## src/common/radio_pkg.sv

```systemverilog
/*
 * Radio control package
 * Register map, readback select codes, widths and the structs
 * shared by the settings, timing and transmit blocks
 */
package radio_pkg;

   //////////////////////////////
   // Widths and sizes
   //////////////////////////////
   localparam int DATA_W      = 32;   // Settings data, codewords, samples
   localparam int ADDR_W      = 8;    // Setting address
   localparam int TIME_W      = 64;   // Time counter
   localparam int N_CODEWORDS = 20;
   localparam int CW_IDX_W    = 5;    // Enough for N_CODEWORDS

   //////////////////////////////
   // Register map
   //////////////////////////////
   typedef enum logic [ADDR_W-1:0] {
      SR_LOOPBACK   = 8'd6,
      SR_TEST       = 8'd21,
      SR_CODEC_IDLE = 8'd22,
      SR_READBACK   = 8'd32,
      SR_TIME_HI    = 8'd128,
      SR_TIME_LO    = 8'd129,   // Write here fires the time load
      SR_TIME_CTRL  = 8'd130,   // Bit 0 selects load at next PPS
      SR_CNTRL      = 8'd163,
      SR_CODEWORD0  = 8'd164    // Table runs up to 183
   } sr_addr_e;

   // Readback select, codes 4 to 6 read as zero too
   typedef enum logic [2:0] {
      RB_TEST     = 3'd0,
      RB_TIME     = 3'd1,
      RB_TIME_PPS = 3'd2,
      RB_SAMPLES  = 3'd3,
      RB_ZERO     = 3'd7
   } rb_sel_e;

   //////////////////////////////
   // Shared structs
   //////////////////////////////

   // Settings bus, stb is a single cycle write pulse
   typedef struct packed {
      logic              stb;
      logic [ADDR_W-1:0] addr;
      logic [DATA_W-1:0] data;
   } set_bus_t;

   // Fields of the control register
   typedef struct packed {
      logic                wave_rst;   // Bit 0
      logic                run;        // Bit 1
      logic [CW_IDX_W-1:0] length;     // Bits 12:8, 0 or >20 means 20
   } tx_ctrl_t;

   // Pending time load towards the timekeeper
   typedef struct packed {
      logic              load_stb;
      logic              at_pps;
      logic [TIME_W-1:0] value;
   } time_set_t;

endpackage

```

## src/radio_ctrl/radio_readback.sv

```systemverilog
/*
 * Readback multiplexer
 * Registers the source picked by the readback select and forms
 * the receive word, looped back from transmit when asked
 */
`timescale 1ns/1ps

module radio_readback import radio_pkg::*; (
   input  logic              i_clk,
   input  logic              i_arst_n,
   input  rb_sel_e           i_rb_sel,
   input  logic [DATA_W-1:0] i_test_word,
   input  logic [TIME_W-1:0] i_vita_time,
   input  logic [TIME_W-1:0] i_vita_time_pps,
   input  logic [DATA_W-1:0] i_tx,
   input  logic [DATA_W-1:0] i_rx,
   input  logic              i_loopback,
   output logic [TIME_W-1:0] o_rb_data
);

   logic [DATA_W-1:0] rx_word;

   // Digital loopback TX -> RX
   assign rx_word = i_loopback ? i_tx : i_rx;

   always_ff @(posedge i_clk or negedge i_arst_n) begin
      if (!i_arst_n) begin
         o_rb_data <= '0;
      end else begin
         case (i_rb_sel)
            RB_TEST:     o_rb_data <= {{(TIME_W-DATA_W){1'b0}}, i_test_word};
            RB_TIME:     o_rb_data <= i_vita_time;
            RB_TIME_PPS: o_rb_data <= i_vita_time_pps;
            RB_SAMPLES:  o_rb_data <= {i_tx, rx_word};
            default:     o_rb_data <= '0;   // RB_ZERO and unused codes
         endcase
      end
   end

endmodule

```

## src/radio_ctrl/radio_settings.sv

```systemverilog
/*
 * Radio settings registers
 * Decodes the settings bus into the control, test, idle, loopback,
 * readback select and codeword registers, and issues time loads
 */
`timescale 1ns/1ps

module radio_settings import radio_pkg::*; (
   input  logic                                i_clk,
   input  logic                                i_arst_n,
   input  set_bus_t                            i_set,
   output tx_ctrl_t                            o_tx_ctrl,
   output logic [DATA_W-1:0]                   o_idle_word,
   output logic [N_CODEWORDS-1:0][DATA_W-1:0]  o_codewords,
   output time_set_t                           o_time_set,
   output logic                                o_loopback,
   output logic [DATA_W-1:0]                   o_test_word,
   output rb_sel_e                             o_rb_sel
);

   logic [DATA_W-1:0] time_hi;    // Upper half waiting for the low write
   logic              time_at_pps;
   logic [ADDR_W-1:0] cw_off;
   logic              cw_hit;

   // Offset into the codeword table, wraps below SR_CODEWORD0
   assign cw_off = i_set.addr - SR_CODEWORD0;
   assign cw_hit = cw_off < ADDR_W'(N_CODEWORDS);

   always_ff @(posedge i_clk or negedge i_arst_n) begin
      if (!i_arst_n) begin
         o_tx_ctrl   <= '0;
         o_idle_word <= '0;
         o_codewords <= '0;
         o_time_set  <= '0;
         o_loopback  <= 1'b0;
         o_test_word <= '0;
         o_rb_sel    <= RB_TEST;
         time_hi     <= '0;
         time_at_pps <= 1'b0;
      end else begin
         o_time_set.load_stb <= 1'b0;   // Pulse only

         if (i_set.stb) begin
            case (i_set.addr)
               SR_LOOPBACK:   o_loopback  <= i_set.data[0];
               SR_TEST:       o_test_word <= i_set.data;
               SR_CODEC_IDLE: o_idle_word <= i_set.data;
               SR_READBACK:   o_rb_sel    <= rb_sel_e'(i_set.data[2:0]);
               SR_TIME_HI:    time_hi     <= i_set.data;
               SR_TIME_CTRL:  time_at_pps <= i_set.data[0];
               SR_TIME_LO: begin
                  o_time_set.load_stb <= 1'b1;
                  o_time_set.at_pps   <= time_at_pps;
                  o_time_set.value    <= {time_hi, i_set.data};
               end
               SR_CNTRL: begin
                  o_tx_ctrl.wave_rst <= i_set.data[0];
                  o_tx_ctrl.run      <= i_set.data[1];
                  o_tx_ctrl.length   <= i_set.data[12:8];
               end
               default: begin
                  if (cw_hit)
                     o_codewords[cw_off[CW_IDX_W-1:0]] <= i_set.data;
               end
            endcase
         end
      end
   end

endmodule

```

## src/radio_core.sv

```systemverilog
/*
 * Radio control core
 * Settings registers, timekeeper, codeword source and readback
 */
`timescale 1ns/1ps

module radio_core import radio_pkg::*; (
   input  logic              bus_clk,
   input  logic              i_arst_n,
   input  set_bus_t          i_set,
   input  logic [DATA_W-1:0] i_rx,
   input  logic              i_pps,
   output logic [DATA_W-1:0] o_tx,
   output logic [TIME_W-1:0] o_rb_data,
   output logic [TIME_W-1:0] o_vita_time
);

   tx_ctrl_t                           tx_ctrl;
   logic [DATA_W-1:0]                  idle_word;
   logic [N_CODEWORDS-1:0][DATA_W-1:0] codewords;
   time_set_t                          time_set;
   logic                               loopback;
   logic [DATA_W-1:0]                  test_word;
   rb_sel_e                            rb_sel;
   logic [TIME_W-1:0]                  vita_time_pps;

   //////////////////////////////
   // Settings and time
   //////////////////////////////
   radio_settings u_settings (
      .i_clk       (bus_clk),
      .i_arst_n    (i_arst_n),
      .i_set       (i_set),
      .o_tx_ctrl   (tx_ctrl),
      .o_idle_word (idle_word),
      .o_codewords (codewords),
      .o_time_set  (time_set),
      .o_loopback  (loopback),
      .o_test_word (test_word),
      .o_rb_sel    (rb_sel)
   );

   timekeeper u_timekeeper (
      .i_clk           (bus_clk),
      .i_arst_n        (i_arst_n),
      .i_pps           (i_pps),
      .i_time_set      (time_set),
      .o_vita_time     (o_vita_time),
      .o_vita_time_pps (vita_time_pps)
   );

   //////////////////////////////
   // Transmit and readback
   //////////////////////////////
   tx_codeword_gen u_tx_gen (
      .i_clk       (bus_clk),
      .i_arst_n    (i_arst_n),
      .i_tx_ctrl   (tx_ctrl),
      .i_idle_word (idle_word),
      .i_codewords (codewords),
      .o_tx        (o_tx)
   );

   radio_readback u_readback (
      .i_clk           (bus_clk),
      .i_arst_n        (i_arst_n),
      .i_rb_sel        (rb_sel),
      .i_test_word     (test_word),
      .i_vita_time     (o_vita_time),
      .i_vita_time_pps (vita_time_pps),
      .i_tx            (o_tx),          // Also the loopback source
      .i_rx            (i_rx),
      .i_loopback      (loopback),
      .o_rb_data       (o_rb_data)
   );

endmodule

```

## src/timekeeper.sv

```systemverilog
/*
 * Timekeeper
 * Free running time counter, loaded at once or at the next PPS
 * rising edge, and capturing its value at every PPS edge
 */
`timescale 1ns/1ps

module timekeeper import radio_pkg::*; (
   input  logic              i_clk,
   input  logic              i_arst_n,
   input  logic              i_pps,
   input  time_set_t         i_time_set,
   output logic [TIME_W-1:0] o_vita_time,
   output logic [TIME_W-1:0] o_vita_time_pps
);

   logic              pps_d;
   logic              pps_edge;
   logic              armed;        // Load waiting for PPS
   logic [TIME_W-1:0] armed_time;

   assign pps_edge = i_pps & ~pps_d;

   always_ff @(posedge i_clk or negedge i_arst_n) begin
      if (!i_arst_n) begin
         pps_d           <= 1'b0;
         armed           <= 1'b0;
         o_vita_time     <= '0;
         o_vita_time_pps <= '0;
      end else begin
         pps_d <= i_pps;

         if (pps_edge)
            o_vita_time_pps <= o_vita_time;   // Time at last PPS

         if (i_time_set.load_stb && !i_time_set.at_pps)
            o_vita_time <= i_time_set.value;
         else if (pps_edge && armed)
            o_vita_time <= armed_time;
         else
            o_vita_time <= o_vita_time + 1'b1;

         // A new load replaces any armed one
         if (i_time_set.load_stb)
            armed <= i_time_set.at_pps;
         else if (pps_edge)
            armed <= 1'b0;
      end
   end

   always_ff @(posedge i_clk) begin
      if (i_time_set.load_stb && i_time_set.at_pps)
         armed_time <= i_time_set.value;
   end

endmodule

```

## src/tx_wave/tx_codeword_gen.sv

```systemverilog
/*
 * Transmit codeword source
 * Plays the codeword table in a loop while running, otherwise
 * sends the codec idle word
 */
`timescale 1ns/1ps

module tx_codeword_gen import radio_pkg::*; (
   input  logic                                i_clk,
   input  logic                                i_arst_n,
   input  tx_ctrl_t                            i_tx_ctrl,
   input  logic [DATA_W-1:0]                   i_idle_word,
   input  logic [N_CODEWORDS-1:0][DATA_W-1:0]  i_codewords,
   output logic [DATA_W-1:0]                   o_tx
);

   logic                active;
   logic [CW_IDX_W-1:0] len_eff;
   logic [CW_IDX_W-1:0] cw_idx;

   assign active = i_tx_ctrl.run & ~i_tx_ctrl.wave_rst;

   // Zero or out of range length plays the whole table
   assign len_eff = (i_tx_ctrl.length == '0 || i_tx_ctrl.length > CW_IDX_W'(N_CODEWORDS)) ?
                    CW_IDX_W'(N_CODEWORDS) : i_tx_ctrl.length;

   always_ff @(posedge i_clk or negedge i_arst_n) begin
      if (!i_arst_n) begin
         cw_idx <= '0;
         o_tx   <= '0;
      end else begin
         if (!active)
            cw_idx <= '0;
         else if (cw_idx >= len_eff - 1'b1)   // Also catches a shortened length
            cw_idx <= '0;
         else
            cw_idx <= cw_idx + 1'b1;

         o_tx <= active ? i_codewords[cw_idx] : i_idle_word;
      end
   end

endmodule
```

## config.mk

```make
export PLATFORM = sky130hd
export DESIGN_NAME = radio_core
export DESIGN_NICKNAME = d
export VERILOG_FILES = /design/src/common/radio_pkg.sv /design/src/radio_ctrl/radio_readback.sv /design/src/radio_ctrl/radio_settings.sv /design/src/radio_core.sv /design/src/timekeeper.sv /design/src/tx_wave/tx_codeword_gen.sv
export SDC_FILE = /design/constraint.sdc
export NUM_CORES = 2
export LEC_CHECK = 0
export BUFFER_PORTS_ARGS = -buffer_cell sky130_fd_sc_hd__buf_4
export CELL_PAD_IN_SITES_DETAIL_PLACEMENT = 0
export CELL_PAD_IN_SITES_GLOBAL_PLACEMENT = 1
export CORE_ASPECT_RATIO = 1.1
export CORE_MARGIN = 5
export CORE_UTILIZATION = 55
export CTS_BUF_LIST = sky130_fd_sc_hd__clkbuf_4 sky130_fd_sc_hd__clkbuf_8
export DETAILED_ROUTE_END_ITERATION = 8
export PLACE_DENSITY_LB_ADDON = 0.1
export SLEW_MARGIN = 30
export SYNTH_ARGS = -nofsm -noshare
export SYNTH_HDL_FRONTEND = slang
export SYNTH_SLANG_ARGS = --single-unit
```

## constraint.sdc

```tcl
create_clock -name bus_clk -period 4.6 [get_ports bus_clk]
set_clock_uncertainty 0.15 [all_clocks]
set_input_delay 0.23 -clock bus_clk [delete_from_list [all_inputs] [get_ports bus_clk]]
set_output_delay 0.23 -clock bus_clk [all_outputs]
set_load 0.05 [all_outputs]
```

==> results.ini <==
[floorplanning]
die_y_um = 321
core_area_um2 = 87700
ios = 236
design.die.area_um2 = 94200
fp-row-count = 114
start_util = 0.553
die_w_um = 293

[cells_and_area]
multi_input_area_um2 = 19400
fin_nets = 3979
layout-drive-gt1-share = 0.388
instances_no_fill = 5202
syn2layout_area_growth_pct = 16.0
fillers = 6613
seq_area_um2 = 28100

[grt]
grt_max_degree = 139
grt-ovfl-total = 0
grt_pass1_vias = 33300
gr-usage-all-layers = 0.291
grt_pass1_wl_um = 208000
antenna_found_initial = 12

[setup_path]
slowest_delay_ps = 680
cp_cell_sequence = dlygate4sd3_1, buf_4, inv_1, ha_1, and2_1, nand3_1, a211oi_1, and4_2, buf_12, mux2_2
worst-path-max-fanout = 20
crit_type = in -> reg
crit_buf_inv = 4
cp_slowest_cell = ha_1
cp-end-kind = register
critical_path_arrival_ps = 4170
start_kind = input port
required_ps = 5150
path_delay_family = buffers and inverters

[worst_hold_path]
holdCritPathClass = in -> reg

[timing]
setup_violations = 0
slew_viol_final = 0
tightest_slew_ps = 960
period_share = 0.787
slew_headroom = 0.360
hold_viol = 0
min_period_ps = 3620
clock.fmax_mhz = 276
rsz0062_at_grt = false
finalSetupTns_ps = 0

[yosys]
synth_edf_count = 64
async_reset_ff_frac = 0.942
synth_compound_area_frac = 0.0492
synth.top_cells.by_area = dfrtp_1 54%, mux2_2 16%, mux4_2 7.4%
synthMostInstantiatedCell = dfrtp_1
synth_seq_cells = 1109
synth_ff_type = dfrtp_1
yosysWarnings = 0
synth_area_um2 = 48500
yosys.area_share.simple = 0.0695
synth_cells = 3599
synthTopCellsByCount = 1,045 x dfrtp_1, 701 x mux2_2, 481 x nand2_1, 176 x clkbuf_1, 160 x mux4_2
synth_top_cell_by_area = dfrtp_1
avgSynthCellArea_um2 = 13.5
synth_xor_area_frac = 0.0107
yosys-mux-area-fraction = 0.263
ys_seq_area_frac = 0.579
yosysUniqueCellTypes = 54
synth_top_family_by_area = multiplexers
synth_nets = 3687
synth_top_area_frac = 0.539
synth-adder-area-share = 0.00310

[cts]
clock-sinks = 1109
clockBufferDepth = 3
cts_max_level = 4
clockRootBuffer = clkbuf_8
cts_setup_buffers = 0
clkLatencyLatePin_ps = 850
cts.clk_slew.worst_paths_ps = 60
cts_buffers = 179
cts_tree = yes

[detailed_routing]
dr.first_iter.drc_count = 2598
antenna_left = 0
routed_wl_um = 137000
firstDrtPassIters = 6
routed_via_density = 6.08
post_drt_wl_per_cell_um = 26.3
num_vias = 31700
drc = 0

[power_and_ir_drop]
cellPowerDensity_nw_per_um2 = 409
peakVddDrop_uv = 300
p_leak_nw = 26.8

[flow_run]
cap_violations = 0

[placement]
globalplace.congestion = 0.848
post-place-cells = 4788
dp_hpwl_um = 83400
io_buffers = 235

[outcome]
status = finished clean

## cell type report
| type | count | share of cell area |
|---|---|---|
| antenna | 5 | 0.000222 |
| clock buffer | 291 | 0.0635 |
| clock inverter | 36 | 0.00485 |
| inverter | 12 | 0.000801 |
| multi-input combinational | 2179 | 0.344 |
| sequential | 1109 | 0.499 |
| tap | 1160 | 0.0258 |
| timing repair buffer | 410 | 0.0613 |
## cell usage in the layout, fill, tap and decap left out, types with 8 or more instances in the layout
cell	netlist	final
nand3_1	42	36
clkinv_2	0	17
nor3_1	18	15
o21ai_0	98	98
a31oi_1	39	39
o22ai_1	18	18
nor2_1	135	130
mux2_2	701	701
xnor2_1	36	36
clkbuf_4	0	69
a22oi_1	62	62
xor2_1	23	23
a21oi_1	53	53
inv_1	12	10
nand2_1	481	477
edfxtp_1	64	64
buf_12	0	11
mux2i_1	34	34
or3_1	16	16
a221o_1	32	32
mux4_2	160	160
dfrtp_1	1045	1041
ha_1	12	12
nand4_1	20	20
a222oi_1	32	32
and3_1	11	11
mux2_1	79	79
clkbuf_8	0	222
dlygate4sd3_1	0	81
nor4_1	9	8
a21o_1	8	8
buf_4	0	315
## worst reg2reg max path, delay by kind of cell, from the launching register on
family	cells	cell delay, ps
AO/OA/AOI/OAI	2	1070
buffers and inverters	1	380
flip-flops	1	740
multiplexers	1	530
## state kept, by name (all words and copies together) (netlist names), 64 cells and up
signal / count
u_settings.o_time_set: 66
u_readback.o_rb_data: 64
u_timekeeper.o_vita_time_pps: 64
u_timekeeper.armed_time: 64
u_timekeeper.o_vita_time: 64
u_settings.o_codewords: 640
## logic make-up (layout without fill, tap and decap cells)
logic type | after synthesis | in the layout
fa+ha+maj | 12 | 12
other cells | 0 | 5
buf+inv | 311 | 749
compound gates | 354 | 354
simple gates | 780 | 780
mux | 974 | 974
flops | 1109 | 1109
xor+xnor | 59 | 59
## path summary, 6_finish.rpt
check                                       startpoint                           to  slack (ps)  depth (start not counted)
worst max-delay path                         i_set[34]  u_settings.o_codewords[612]         980                         10
worst min-delay path                         i_set[16]    u_settings.o_time_set[16]         180                          4
worst max register to register      u_tx_gen.cw_idx[0]            u_tx_gen.o_tx[25]        1460                          4
worst min register to register  u_settings.time_at_pps    u_settings.o_time_set[64]         300                          2
max in group asynchronous                     i_arst_n  u_settings.o_codewords[198]        2970                          4
min in group asynchronous                     i_arst_n     u_readback.o_rb_data[29]         570                          4
## timing repair
action	CTS	global route
resized for setup	0	0
hold buffers	82	0
endpoints found under the hold margin	1011	0
## layer usage
metal | GRT usage | routed length [um] | up-vias
li1 | - | - | 13600
met1 | 0.400 | 57100 | 16700
met4 | 0.105 | 4700 | 4
met5 | 0 | 25 | -
met2 | 0.468 | 65600 | 1119
met3 | 0.0579 | 9210 | 264
## power breakdown
part           internal, mW  switching, mW  leakage, nW
clock network          4.99           3.96         2.05
registers              10.5          0.675         14.7
logic                  1.10           1.76         10.0
## per-stage QoR
stage / cell area [um^2] / total power [mW] / worst slack, ps / hold WS (ps) / utilization
6_report: 56200 / 23.0 / 980 / 183 / 0.641
5_1_grt: 56200 / 23.9 / 800 / 139 / 0.641
4_1_cts: 56200 / 23.2 / 1080 / 97.3 / 0.641
3_5_place_dp: 51500 / 14.2 / 812 / 209 / 0.588
3_3_place_gp: 51500 / 14.0 / 972 / 194 / 0.587
2_1_floorplan: 48500 / 12.9 / 1680 / -216 / -
Note: power is estimated with default switching activity, not from simulation.
